### config.mk
export PLATFORM = sky130hd
export DESIGN_NAME = ipv4_rx_top
export DESIGN_NICKNAME = d
export VERILOG_FILES = /design/src/hw/ipv4_pkg.sv /design/src/hw/ipv4_payload_aligner.sv /design/src/hw/ipv4_hdr_checksum.sv /design/src/hw/ipv4_rx_len_counter.sv /design/src/hw/ipv4_rx_fsm.sv /design/src/hw/ipv4_cfg_regs.sv /design/src/hw/ipv4_rx_top.sv
export SDC_FILE = /design/constraint.sdc
export NUM_CORES = 1
export LEC_CHECK = 0
export BUFFER_PORTS_ARGS = -buffer_cell sky130_fd_sc_hd__buf_2
export CORE_ASPECT_RATIO = 1.5
export CORE_MARGIN = 2
export CORE_UTILIZATION = 50
export CTS_CLUSTER_DIAMETER = 200
export DETAILED_ROUTE_END_ITERATION = 16
export GPL_TIMING_DRIVEN = 1
export PLACE_DENSITY = 0.76
export SETUP_SLACK_MARGIN = 0.3
export SYNTH_ARGS = -nofsm -noshare
export SYNTH_HDL_FRONTEND = slang
export SYNTH_SLANG_ARGS = --single-unit
export TNS_END_PERCENT = 5
### constraint.sdc
create_clock -name rx_clk -period 8.8 [get_ports rx_clk]
set_clock_uncertainty 0.1 [all_clocks]
set_input_delay 1.32 -clock rx_clk [delete_from_list [all_inputs] [get_ports rx_clk]]
set_output_delay 1.32 -clock rx_clk [all_outputs]
set_load 0.02 [all_outputs]
### src/hw/ipv4_pkg.sv
package ipv4_pkg;

	// One beat of the layer-2 or layer-3 receive stream
	typedef struct packed {
		// First beat of a frame
		logic		start;
		logic		data_valid;
		// Valid bytes counted from the top of data
		logic [4:0]	bytes_valid;
		// Frame end, keep it
		logic		commit;
		// Frame end, discard it
		logic		drop;
		// First byte of the beat in bits 127:120
		logic [127:0]	data;
	} eth_rx_bus_t;

	// First 16 bytes of an IPv4 header, wire order
	typedef struct packed {
		logic [3:0]	version;
		logic [3:0]	ihl;
		logic [7:0]	dscp_ecn;
		logic [15:0]	total_len;
		logic [15:0]	ident;
		logic		reserved;
		logic		df;
		logic		mf;
		logic [12:0]	frag_offset;
		logic [7:0]	ttl;
		logic [7:0]	protocol;
		logic [15:0]	hdr_csum;
		logic [31:0]	src_ip;
	} ipv4_hdr_word0_t;

	// Raw view for the checksum, field view for the header checks
	typedef union packed {
		logic [127:0]		raw;
		ipv4_hdr_word0_t	fields;
	} ipv4_hdr_word0_u;

	// Layer-3 header fields passed upward with each frame
	typedef struct packed {
		// Total length minus the fixed header
		logic [15:0]	payload_len;
		logic [7:0]	protocol;
		logic [31:0]	src_ip;
		logic [31:0]	dst_ip;
	} ipv4_l3_hdr_t;

	localparam logic [15:0] ETHERTYPE_IPV4 = 16'h0800;
	// No options supported
	localparam logic [15:0] IPV4_HDR_BYTES = 16'd20;
	localparam logic [31:0] IPV4_BROADCAST = 32'hffff_ffff;

	// Wishbone word addresses
	localparam logic [1:0] REG_LOCAL_IP     = 2'd0;
	localparam logic [1:0] REG_COMMIT_COUNT = 2'd1;
	localparam logic [1:0] REG_DROP_COUNT   = 2'd2;

endpackage

### src/hw/ipv4_payload_aligner.sv
`timescale 1ns/100ps

module ipv4_payload_aligner import ipv4_pkg::*; (
	input  logic		rx_clk,
	input  logic		rst_n,
	input  eth_rx_bus_t	rx_bus,
	output logic [127:0]	aligned_data,
	output logic [4:0]	avail_bytes,
	output logic		frame_end
);

	// Newer copy
	eth_rx_bus_t	bus_ff;
	// Older copy
	eth_rx_bus_t	bus_ff2;
	// Older copy minus its four leading bytes
	logic [4:0]	older_bytes;

	always_ff @(posedge rx_clk or negedge rst_n) begin
		if (!rst_n) begin
			bus_ff  <= '0;
			bus_ff2 <= '0;
		end else begin
			bus_ff  <= rx_bus;
			bus_ff2 <= bus_ff;
		end
	end

	// A short tail word has already been merged one cycle earlier
	assign older_bytes = (bus_ff2.bytes_valid > 5'd4) ? (bus_ff2.bytes_valid - 5'd4) : 5'd0;

	always_comb begin
		if (bus_ff2.commit) begin
			// Older copy is the last word
			aligned_data = {bus_ff2.data[95:0], 32'h0};
			avail_bytes  = older_bytes;
			frame_end    = 1'b1;
		end else if (bus_ff.commit && (bus_ff.bytes_valid <= 5'd4)) begin
			// Short tail fits behind the older copy
			aligned_data = {bus_ff2.data[95:0], bus_ff.data[127:96]};
			avail_bytes  = older_bytes + bus_ff.bytes_valid;
			frame_end    = 1'b1;
		end else begin
			// Mid frame, full word
			aligned_data = {bus_ff2.data[95:0], bus_ff.data[127:96]};
			avail_bytes  = 5'd16;
			frame_end    = 1'b0;
		end
	end

	assert property (@(posedge rx_clk) disable iff (!rst_n)
		avail_bytes <= 5'd16);

endmodule

### src/hw/ipv4_hdr_checksum.sv
`timescale 1ns/100ps

module ipv4_hdr_checksum import ipv4_pkg::*; (
	input  logic		rx_clk,
	input  logic		rst_n,
	input  eth_rx_bus_t	rx_bus,
	output logic		csum_ok
);

	ipv4_hdr_word0_u	hdr;
	logic			st1_valid;
	logic			st2_valid;
	// Four 16-bit slices each, room for the carries
	logic [17:0]		sum_hi;
	logic [17:0]		sum_lo;
	logic [19:0]		sum_all;
	logic [16:0]		fold;
	logic [15:0]		fold_final;

	assign hdr = ipv4_hdr_word0_u'(rx_bus.data);

	always_ff @(posedge rx_clk or negedge rst_n) begin
		if (!rst_n) begin
			st1_valid <= 1'b0;
			st2_valid <= 1'b0;
		end else begin
			st1_valid <= rx_bus.start && rx_bus.data_valid;
			st2_valid <= st1_valid;
		end
	end

	always_ff @(posedge rx_clk) begin
		// Stage 1, whole first header word
		if (rx_bus.start && rx_bus.data_valid) begin
			sum_hi <= 18'(hdr.raw[127:112]) + 18'(hdr.raw[111:96]) +
				18'(hdr.raw[95:80]) + 18'(hdr.raw[79:64]);
			sum_lo <= 18'(hdr.raw[63:48]) + 18'(hdr.raw[47:32]) +
				18'(hdr.raw[31:16]) + 18'(hdr.raw[15:0]);
		end
		// Stage 2, destination address from the next word
		if (st1_valid) begin
			sum_all <= 20'(sum_hi) + 20'(sum_lo) +
				20'(rx_bus.data[127:112]) + 20'(rx_bus.data[111:96]);
		end
		// Stage 3, first end-around carry
		if (st2_valid) begin
			fold <= 17'(sum_all[15:0]) + 17'(sum_all[19:16]);
		end
	end

	// Second carry can no longer overflow
	assign fold_final = fold[15:0] + 16'(fold[16]);

	// Held until the next start word reaches stage 3
	assign csum_ok = (fold_final == 16'hffff);

endmodule

### src/hw/ipv4_rx_len_counter.sv
`timescale 1ns/100ps

module ipv4_rx_len_counter (
	input  logic		rx_clk,
	input  logic		rst_n,
	input  logic		len_load,
	input  logic [15:0]	load_len,
	input  logic		len_step,
	input  logic [4:0]	avail_bytes,
	input  logic		frame_end,
	output logic [4:0]	take_bytes,
	output logic		len_last
);

	// Payload bytes still owed to the upper layer
	logic [15:0]	remaining;
	logic		fits;

	assign fits = remaining <= 16'(avail_bytes);

	// Trim to the IPv4 length, padding falls off here
	assign take_bytes = fits ? remaining[4:0] : avail_bytes;
	assign len_last   = fits || frame_end;

	always_ff @(posedge rx_clk or negedge rst_n) begin
		if (!rst_n) begin
			remaining <= '0;
		end else if (len_load) begin
			remaining <= load_len;
		end else if (len_step) begin
			remaining <= remaining - 16'(take_bytes);
		end
	end

	// Last beat is the final step until the next load
	assert property (@(posedge rx_clk) disable iff (!rst_n)
		(len_step && len_last) |=> !len_step);

endmodule

### src/hw/ipv4_rx_fsm.sv
`timescale 1ns/100ps

module ipv4_rx_fsm import ipv4_pkg::*; (
	input  logic		rx_clk,
	input  logic		rst_n,
	input  eth_rx_bus_t	rx_bus,
	input  logic [15:0]	rx_ethertype,
	input  logic [31:0]	local_ip,
	input  logic [127:0]	aligned_data,
	input  logic [4:0]	avail_bytes,
	input  logic		frame_end,
	input  logic		csum_ok,
	input  logic [4:0]	take_bytes,
	input  logic		len_last,
	output logic		len_load,
	output logic		len_step,
	output logic [15:0]	load_len,
	output logic		frame_commit,
	output logic		frame_drop,
	output eth_rx_bus_t	rx_l3_bus,
	output ipv4_l3_hdr_t	rx_l3_headers
);

	typedef enum logic [2:0] {IDLE, SECOND, THIRD, BODY_FIRST, BODY, SKIP} state_t;

	state_t			state;
	ipv4_hdr_word0_u	hdr;
	logic			hdr_ok;
	logic			dst_ok;
	logic			abort;
	// Input commit already seen for the current frame
	logic			in_end;

	// Start word viewed as header fields
	assign hdr = ipv4_hdr_word0_u'(rx_bus.data);

	// Plain 20 byte header, unfragmented, full first word
	assign hdr_ok = rx_bus.start && rx_bus.data_valid && (rx_bus.bytes_valid == 5'd16) &&
		(rx_ethertype == ETHERTYPE_IPV4) &&
		(hdr.fields.version == 4'd4) && (hdr.fields.ihl == 4'd5) &&
		(hdr.fields.total_len >= IPV4_HDR_BYTES) &&
		!hdr.fields.reserved && !hdr.fields.mf && (hdr.fields.frag_offset == 13'd0);

	// Destination sits in the top four bytes of word 1
	assign dst_ok = rx_bus.data_valid && (rx_bus.bytes_valid >= 5'd4) &&
		((rx_bus.data[127:96] == local_ip) || (rx_bus.data[127:96] == IPV4_BROADCAST));

	// Upstream drop only matters once the frame is ours
	assign abort = rx_bus.drop &&
		((state == SECOND) ? dst_ok : (state inside {THIRD, BODY_FIRST, BODY}));

	assign len_load = (state == SECOND) && dst_ok;
	assign load_len = rx_l3_headers.payload_len;
	assign len_step = (state == BODY_FIRST) || (state == BODY);

	// Exactly one end beat per frame
	assign frame_commit = rx_l3_bus.commit;
	assign frame_drop   = rx_l3_bus.drop;

	// Header fields, held until the next accepted frame
	always_ff @(posedge rx_clk) begin
		if ((state == IDLE) && hdr_ok) begin
			rx_l3_headers.payload_len <= hdr.fields.total_len - IPV4_HDR_BYTES;
			rx_l3_headers.protocol    <= hdr.fields.protocol;
			rx_l3_headers.src_ip      <= hdr.fields.src_ip;
		end
		if (len_load) begin
			rx_l3_headers.dst_ip <= rx_bus.data[127:96];
		end
	end

	always_ff @(posedge rx_clk or negedge rst_n) begin
		if (!rst_n) begin
			state     <= IDLE;
			in_end    <= 1'b0;
			rx_l3_bus <= '0;
		end else begin
			// Output beats are single cycle
			rx_l3_bus <= '0;
			if (rx_bus.commit) begin
				in_end <= 1'b1;
			end
			case (state)
				IDLE: begin
					in_end <= 1'b0;
					if (hdr_ok) begin
						state <= SECOND;
					end
				end
				// Wrong destination is discarded silently
				SECOND: state <= dst_ok ? THIRD : IDLE;
				// Aligner and checksum catching up
				THIRD: state <= BODY_FIRST;
				BODY_FIRST, BODY: begin
					rx_l3_bus.start       <= (state == BODY_FIRST);
					// Nothing left in the aligner means an end-only beat
					rx_l3_bus.data_valid  <= (avail_bytes != 5'd0);
					rx_l3_bus.bytes_valid <= take_bytes;
					rx_l3_bus.data        <= aligned_data;
					state                 <= BODY;
					if (len_last) begin
						rx_l3_bus.commit <= csum_ok;
						rx_l3_bus.drop   <= !csum_ok;
						// Padding still coming unless the input already ended
						state <= (frame_end || in_end || rx_bus.commit) ? IDLE : SKIP;
					end
				end
				// Swallow padding
				SKIP: begin
					if (rx_bus.commit || rx_bus.drop) begin
						state <= IDLE;
					end
				end
				default: state <= IDLE;
			endcase
			// Upstream abort gets a beat of its own
			if (abort) begin
				rx_l3_bus      <= '0;
				rx_l3_bus.drop <= 1'b1;
				state          <= IDLE;
			end
		end
	end

	// First output word trails the accepted start word by four edges
	assert property (@(posedge rx_clk) disable iff (!rst_n)
		rx_l3_bus.start |-> $past(rx_bus.start, 4));

endmodule

### src/hw/ipv4_cfg_regs.sv
`timescale 1ns/100ps

module ipv4_cfg_regs import ipv4_pkg::*; #(
	parameter int STAT_WIDTH = 32
) (
	input  logic		rx_clk,
	input  logic		rst_n,
	input  logic		wb_cyc,
	input  logic		wb_stb,
	input  logic		wb_we,
	input  logic [1:0]	wb_adr,
	input  logic [31:0]	wb_dat_w,
	output logic [31:0]	wb_dat_r,
	output logic		wb_ack,
	input  logic		frame_commit,
	input  logic		frame_drop,
	output logic [31:0]	local_ip
);

	logic [STAT_WIDTH-1:0]	commit_count;
	logic [STAT_WIDTH-1:0]	drop_count;
	// New access this cycle
	logic			wb_req;

	assign wb_req = wb_cyc && wb_stb && !wb_ack;

	always_ff @(posedge rx_clk or negedge rst_n) begin
		if (!rst_n) begin
			wb_ack       <= 1'b0;
			local_ip     <= '0;
			commit_count <= '0;
			drop_count   <= '0;
		end else begin
			wb_ack <= wb_req;
			// Only the address register is writable
			if (wb_req && wb_we && (wb_adr == REG_LOCAL_IP)) begin
				local_ip <= wb_dat_w;
			end
			// Counters wrap
			if (frame_commit) begin
				commit_count <= commit_count + 1'b1;
			end
			if (frame_drop) begin
				drop_count <= drop_count + 1'b1;
			end
		end
	end

	// Read data lands with the ack
	always_ff @(posedge rx_clk) begin
		if (wb_req) begin
			case (wb_adr)
				REG_LOCAL_IP:     wb_dat_r <= local_ip;
				REG_COMMIT_COUNT: wb_dat_r <= 32'(commit_count);
				REG_DROP_COUNT:   wb_dat_r <= 32'(drop_count);
				default:          wb_dat_r <= '0;
			endcase
		end
	end

	// A frame end counts as commit or drop, never both
	assert property (@(posedge rx_clk) disable iff (!rst_n)
		!(frame_commit && frame_drop));

endmodule

### src/hw/ipv4_rx_top.sv
`timescale 1ns/100ps

module ipv4_rx_top import ipv4_pkg::*; #(
	parameter int STAT_WIDTH = 32
) (
	input  logic		rx_clk,
	input  logic		rst_n,
	input  eth_rx_bus_t	rx_bus,
	input  logic [15:0]	rx_ethertype,
	input  logic		wb_cyc,
	input  logic		wb_stb,
	input  logic		wb_we,
	input  logic [1:0]	wb_adr,
	input  logic [31:0]	wb_dat_w,
	output logic [31:0]	wb_dat_r,
	output logic		wb_ack,
	output eth_rx_bus_t	rx_l3_bus,
	output ipv4_l3_hdr_t	rx_l3_headers
);

	// Aligner to FSM and counter
	logic [127:0]	aligned_data;
	logic [4:0]	avail_bytes;
	logic		frame_end;
	// Length counter handshake
	logic		len_load;
	logic		len_step;
	logic [15:0]	load_len;
	logic [4:0]	take_bytes;
	logic		len_last;
	logic		csum_ok;
	// Statistics and configuration
	logic		frame_commit;
	logic		frame_drop;
	logic [31:0]	local_ip;

	ipv4_payload_aligner ipv4_payload_aligner_inst (.*);

	ipv4_hdr_checksum ipv4_hdr_checksum_inst (.*);

	ipv4_rx_len_counter ipv4_rx_len_counter_inst (.*);

	ipv4_rx_fsm ipv4_rx_fsm_inst (.*);

	ipv4_cfg_regs #(
		.STAT_WIDTH(STAT_WIDTH)
	) ipv4_cfg_regs_inst (.*);

endmodule

Word level (Yosys, flattened, before mapping)
Cells that the tools add are included.

Flip-flop bits (word level): 685. Input bits: 192.

Magnitude comparators: 5. Mux-type cells: 23. Reductions and logical operators: 38. Add/subtract/negate cells: 17. Eq/ne operators: 16.

Operators with widths (count): $mux 137 (2); $pmux 32 s3 (1); $add 18x16->18 (4); $add 32x1->32 const B (2); $add 20x16->20 (2); $add 16x16->17 (2); $eq 32x32->1 (1); $eq 32x32->1 const B (1); $mux 16 (2); $mux 32 (1); $mux 5 (4); $add 18x18->19 (1); $logic_and 1x1->1 (19); $add 16x4->17 (1); $add 16x1->16 (1); $eq 16x12->1 const B (1); $eq 16x16->1 const B (1); $ge 16x5->1 const B (1); $le 16x5->1 (1); $sub 16x5->16 (1); $sub 16x5->16 const B (1); $mux 3 (5); $pmux 3 s5 (1); $logic_not 13->1 (1); 24 further kinds (42).

Depth between registers and ports, before layout
Depth after elaboration: 12. Gate-level depth with buffers: 30. Mapped depth without buffers: 30.

By module
A second synthesis with hierarchy kept.

Cell total of the unflattened synthesis: 2305. Area, all modules: 30177.7 um^2.

By module, submodules not included: ipv4_rx_fsm (seq. area each 6170.9 um^2, cells an instance 545, area an instance 8231.6 um^2, times used 1); ipv4_hdr_checksum (seq. area each 2242.2 um^2, cells an instance 744, area an instance 7860.0 um^2, times used 1); ipv4_payload_aligner (seq. area each 5905.7 um^2, cells an instance 413, area an instance 7155.6 um^2, times used 1); ipv4_cfg_regs (seq. area each 3388.2 um^2, cells an instance 461, area an instance 5616.6 um^2, times used 1); ipv4_rx_len_counter (seq. area each 400.4 um^2, cells an instance 142, area an instance 1313.8 um^2, times used 1).

Least setup slack after synthesis
No wires, ideal clock.

Path kind: input to register. Start: input port rx_bus[136] (netlist bit). End: register ipv4_rx_fsm_inst.load_len[0] (netlist name). Setup time: 608 ps. Path buffers: 0. Stages on the path: 6. Arrival: 8134 ps. Slack: -43 ps. Path through: and2_1 nor3b_1 nand4_1 nor3_1 o41ai_1 nor4_1.

Cells in the longest elaborated chain, start to end: 10.

Ends and longest elaborated chain: from (decl) (line ipv4_rx_top.sv:8) `input eth_rx_bus_t rx_bus,`; $logic_and 1x1->1 (3 in a row) (line ipv4_rx_fsm.sv:38) `assign hdr_ok = rx_bus.start && rx_bus.data_valid && (rx_bus.bytes_valid == 5'd16) &&`; $logic_and 1x1->1 (line ipv4_rx_fsm.sv:39) `(rx_ethertype == ETHERTYPE_IPV4) &&`; $logic_and 1x1->1 (2 in a row) (line ipv4_rx_fsm.sv:40) `(hdr.fields.version == 4'd4) && (hdr.fields.ihl == 4'd5) &&`; $logic_and 1x1->1 (line ipv4_rx_fsm.sv:41) `(hdr.fields.total_len >= IPV4_HDR_BYTES) &&`; $logic_and 1x1->1 (2 in a row) (line ipv4_rx_fsm.sv:42) `!hdr.fields.reserved && !hdr.fields.mf && (hdr.fields.frag_offset == 13'd0);`; $logic_and 1x1->1 (line ipv4_rx_fsm.sv:62) `if ((state == IDLE) && hdr_ok) begin`.

No other way between the ends. A chain may end at the register's enable or synchronous reset.

Worst setup path after layout
Start: register ipv4_payload_aligner_inst.bus_ff2[132] (netlist bit). End: register ipv4_rx_len_counter_inst.remaining[14].

Cells in the longest elaborated chain, start to end: 10. Elaborated cells between the ends (all ways): 11. Classes of those cells: add/sub (3); order compare (2); mux (6).

Ends and longest elaborated chain: from (decl) (line ipv4_payload_aligner.sv:15) `eth_rx_bus_t bus_ff2;`; from (signal assigned) (line ipv4_payload_aligner.sv:25) `bus_ff2 <= bus_ff;`; $sub 5x3->5 / $gt 5x3->1 (equally long branches) (line ipv4_payload_aligner.sv:30) `assign older_bytes = (bus_ff2.bytes_valid > 5'd4) ? (bus_ff2.bytes_valid - 5'd4) : 5'd0;`; $mux 5 * (line ipv4_payload_aligner.sv:30); $add 5x5->5 (line ipv4_payload_aligner.sv:41) `avail_bytes = older_bytes + bus_ff.bytes_valid;`; $mux 5 (line ipv4_payload_aligner.sv:38) `end else if (bus_ff.commit && (bus_ff.bytes_valid <= 5'd4)) begin`; $mux 5 * (line ipv4_payload_aligner.sv:33) `if (bus_ff2.commit) begin`; $le 16x5->1 (line ipv4_rx_len_counter.sv:19) `assign fits = remaining <= 16'(avail_bytes);`; $mux 5 * (line ipv4_rx_len_counter.sv:22) `assign take_bytes = fits ? remaining[4:0] : avail_bytes;`; $sub 16x5->16 * (line ipv4_rx_len_counter.sv:31) `remaining <= remaining - 16'(take_bytes);`; $mux 16 * (line ipv4_rx_len_counter.sv:30) `end else if (len_step) begin`; $mux 16 * (line ipv4_rx_len_counter.sv:28) `end else if (len_load) begin`; to (signal assigned) (line ipv4_rx_len_counter.sv:29) `remaining <= load_len;`; to (signal assigned) (line ipv4_rx_len_counter.sv:31); to (decl) (line ipv4_rx_len_counter.sv:16) `logic [15:0] remaining;`.

Mark *: on every way between the ends. The rest lies on a longest branch, timed or not. The select of a mux whose other input is x is not followed.

==> results.yml <==
place:
  hpwl_mm: 58.10
  port_buffers: 449
  gp_congestion: 0.9404
global_routing:
  grt_first_pass_wirelength_mm: 118.2
  grt_pass1_vias: 20574
  grt_max_degree: 175
  grt_overflow: 0
  antenna_found_initial: 10
  grt_use_total_pct: 26.04
timing:
  period_share_pct: 73.59
  rsz0062_at_grt: "false"
  fin_crit_ns: 6.476
  slew_headroom_pct: 16.96
  drv_slew: 0
  fmax_mhz: 154.4
  setup_viol: 0
  fin_setup_tns_ns: 0
  holdWs_ns: 0.2447
  worstMarginPinSlew_ns: 1.240
  hold_violations: 0
critical_path:
  critPathSlowestCell: "nor4b_4"
  cpLargestDelayFamily: "simple AND/OR/NAND/NOR gates"
  slowest_delay_ns: 0.54
  end_kind: "flip-flop"
  cp.required_ns: 9.17
  crit_path_start_kind: "flip-flop"
  cp_num_buf_inv: 2
  path_class: "reg -> reg"
  crit_top_cell: "ha_1"
  critPathMaxFanout: 9
  cp.arrival_ns: 6.84
logic_synthesis:
  ys_warn_count: 0
  synth-edff-count: 193
  syn-cell-area_um2: 29450
  synth_ff_type: "dfrtp_1"
  syn_inst: 2314
  ys_seq_area_share_pct: 61.49
  ys_ff_latch: 685
  async_flop_share_pct: 71.82
  syn-num-nets: 2688
  ys_types: 69
  avgSynthCellArea_um2: 12.73
floorplan:
  num_rows: 109
  core_area_um2: 58640
  pin_count: 450
  die_h_um: 301.2
  die_area_um2: 60890
  initial_core_util_pct: 50.21
  dieWidth_um: 202.2
route:
  initialDrtViolationCount: 1106
  drt-vias-per-instance: 5.373
  drt-total-wl_mm: 78.14
  wl_per_cell_um: 21.50
  ant_nets: 0
  firstDrtPassIters: 5
  via_count: 19527
  drc_errors: 0
power:
  total_leakage_power_uw: 0.01669
  ir_drop_uv: 212.3
  p_per_area_nw_per_um2: 271.8
clock_network:
  cts_tree: "built"
  clock_latency_ns: 0.60
  cts_setup_buffers: 0
  cts_buffers: 66
  clockRootBuffer: "clkbuf_16"
  htreeDepth: 3
  cts.clk_slew.worst_paths_ns: 0.07
  clockBufferDepth: 3
  ctsResizeCount: 0
  clock_sinks: 685
  cts_hold_buffers: 0
finish:
  post-route-util_pct: 59.34
  drive_gt1_share_pct: 22.03
  num-nets-final: 3177
  areaGrowthSynthToFinish_pct: 18.18
hold_path:
  hold_path.class: "reg -> reg"
flow_run:
  drv_cap: 0
outcome:
  outcome: "complete, no violations"
==> worst reg2reg max path: cells and delay by family, from the launching register on <==
family | cells | cell delay [ns]
adder cells (fa/ha/maj) | 6 | 1.76
AND/OR/NAND/NOR | 9 | 1.81
flip-flops | 1 | 0.40
multiplexers | 1 | 0.28
AO/OA/AOI/OAI | 9 | 1.72
XOR/XNOR | 1 | 0.16
buffers and inverters | 2 | 0.12
==> synthesized netlist by cell type, types with 31 or more instances <==
cell | count | area share (%)
nand3_1 | 47 | 0.80
fa_1 | 57 | 3.9
mux2i_1 | 35 | 1.2
nand2_1 | 126 | 1.6
nand4_1 | 31 | 0.66
o21ai_0 | 81 | 1.4
nor2_1 | 109 | 1.4
edfxtp_1 | 193 | 20
ha_1 | 125 | 5.3
xnor2_1 | 121 | 3.6
nor3_1 | 35 | 0.59
mux2_2 | 43 | 1.6
inv_1 | 247 | 3.1
a21oi_1 | 62 | 1.1
xor2_1 | 91 | 2.7
clkbuf_1 | 35 | 0.45
dfrtp_1 | 492 | 42
and2_1 | 132 | 2.8
==> path summary, 6_finish.rpt <==
kind | end | startpoint | slack, ns | depth (start not counted)
worst max-delay path | ipv4_rx_len_counter_inst.remaining[14] | ipv4_payload_aligner_inst.bus_ff2[132] | 2.32 | 28
worst min-delay path | ipv4_payload_aligner_inst.bus_ff2[25] | ipv4_payload_aligner_inst.bus_ff[25] | 0.24 | 0
worst max register to register | ipv4_rx_len_counter_inst.remaining[14] | ipv4_payload_aligner_inst.bus_ff2[132] | 2.32 | 28
worst min register to register | ipv4_payload_aligner_inst.bus_ff2[25] | ipv4_payload_aligner_inst.bus_ff[25] | 0.24 | 0
max in group asynchronous | ipv4_cfg_regs_inst.local_ip[24] | rst_n | 6.09 | 3
min in group asynchronous | ipv4_payload_aligner_inst.bus_ff2[41] | rst_n | 0.57 | 1
==> final cells by class <==
| class | instances | area (um2) |
|---|---|---|
| diodes | 2 | 5.005 |
| well taps | 777 | 972.2 |
| clock buffers | 84 | 1843 |
| repair buffers | 462 | 2380 |
| clock inverters | 36 | 277.8 |
| multi-input cells | 1341 | 10290 |
| fillers | 4614 | 23840 |
| inverters | 247 | 927.1 |
| flip-flops and latches | 685 | 18110 |
==> per-stage QoR <==
stage	worst slack [ns]	instance area (um2)	std cells	power, uW
CTS	2.400	34800	3632	9502
detailed placement	2.416	32680	3512	6690
floorplan	2.327	29450	2314	5826
global route	1.778	34800	3634	9974
finish	2.325	34800	3634	9457
global placement	2.740	32680	3512	6618
==> sequential cells by signal, indices dropped and copies added (netlist names), 3 cells and up <==
register	flops
ipv4_rx_fsm_inst.rx_l3_bus	135
ipv4_payload_aligner_inst.bus_ff	134
ipv4_payload_aligner_inst.bus_ff2	102
ipv4_rx_fsm_inst.rx_l3_headers	72
ipv4_cfg_regs_inst.commit_count	32
ipv4_cfg_regs_inst.drop_count	32
ipv4_cfg_regs_inst.local_ip	32
ipv4_cfg_regs_inst.wb_dat_r	32
ipv4_hdr_checksum_inst.sum_all	20
ipv4_hdr_checksum_inst.sum_hi	18
ipv4_hdr_checksum_inst.sum_lo	18
ipv4_hdr_checksum_inst.fold	17
ipv4_rx_fsm_inst.load_len	16
ipv4_rx_len_counter_inst.remaining	16
ipv4_rx_fsm_inst.state	3
==> layout by cell type (no fill, tap or decap), types with 10 or more instances in the layout <==
cell type	n
dfrtp_1	492
buf_2	448
inv_1	247
edfxtp_1	193
and2_1	131
nand2_1	126
ha_1	125
xnor2_1	121
nor2_1	106
xor2_1	91
o21ai_0	81
clkbuf_16	69
a21oi_1	62
fa_1	57
nand3_1	47
mux2_2	43
nor3_1	35
mux2i_1	35
nand4_1	31
nor4_1	28
a21o_1	26
nor2b_1	21
and3_1	20
o21bai_1	14
nand2b_1	13
buf_4	11
clkinv_2	10
==> power breakdown <==
part	total, uW	switching (uW)	internal, uW	leakage, uW
clock	2790	1230	1560	0.00104
sequential	3790	138	3650	0.00800
combinational	2880	1700	1180	0.00765
==> cell families (layout without fill, tap and decap cells) <==
logic type               after synthesis  count (layout)  share of synthesized area, %
AO/OA/AOI/OAI                        272             272                         5.949
XOR/XNOR                             212             212                         6.305
adder cells (fa/ha/maj)              182             182                         9.186
buffers and inverters                288             829                         3.701
flip-flops                           685             685                         61.49
multiplexers                          78              78                         2.834
other                                  0               2                             0
AND/OR/NAND/NOR                      597             597                         10.53
==> routing by layer <==
layer  part of all wire, %  track usage [%]  vias up
met4                   5.3            13.43       16
met2                    52            46.34      789
li1                      -                -     8794
met3                   7.0            5.749      217
met1                    36            29.34     9711
met5                  0.14                0        -
(Power assumes the default switching activity.)
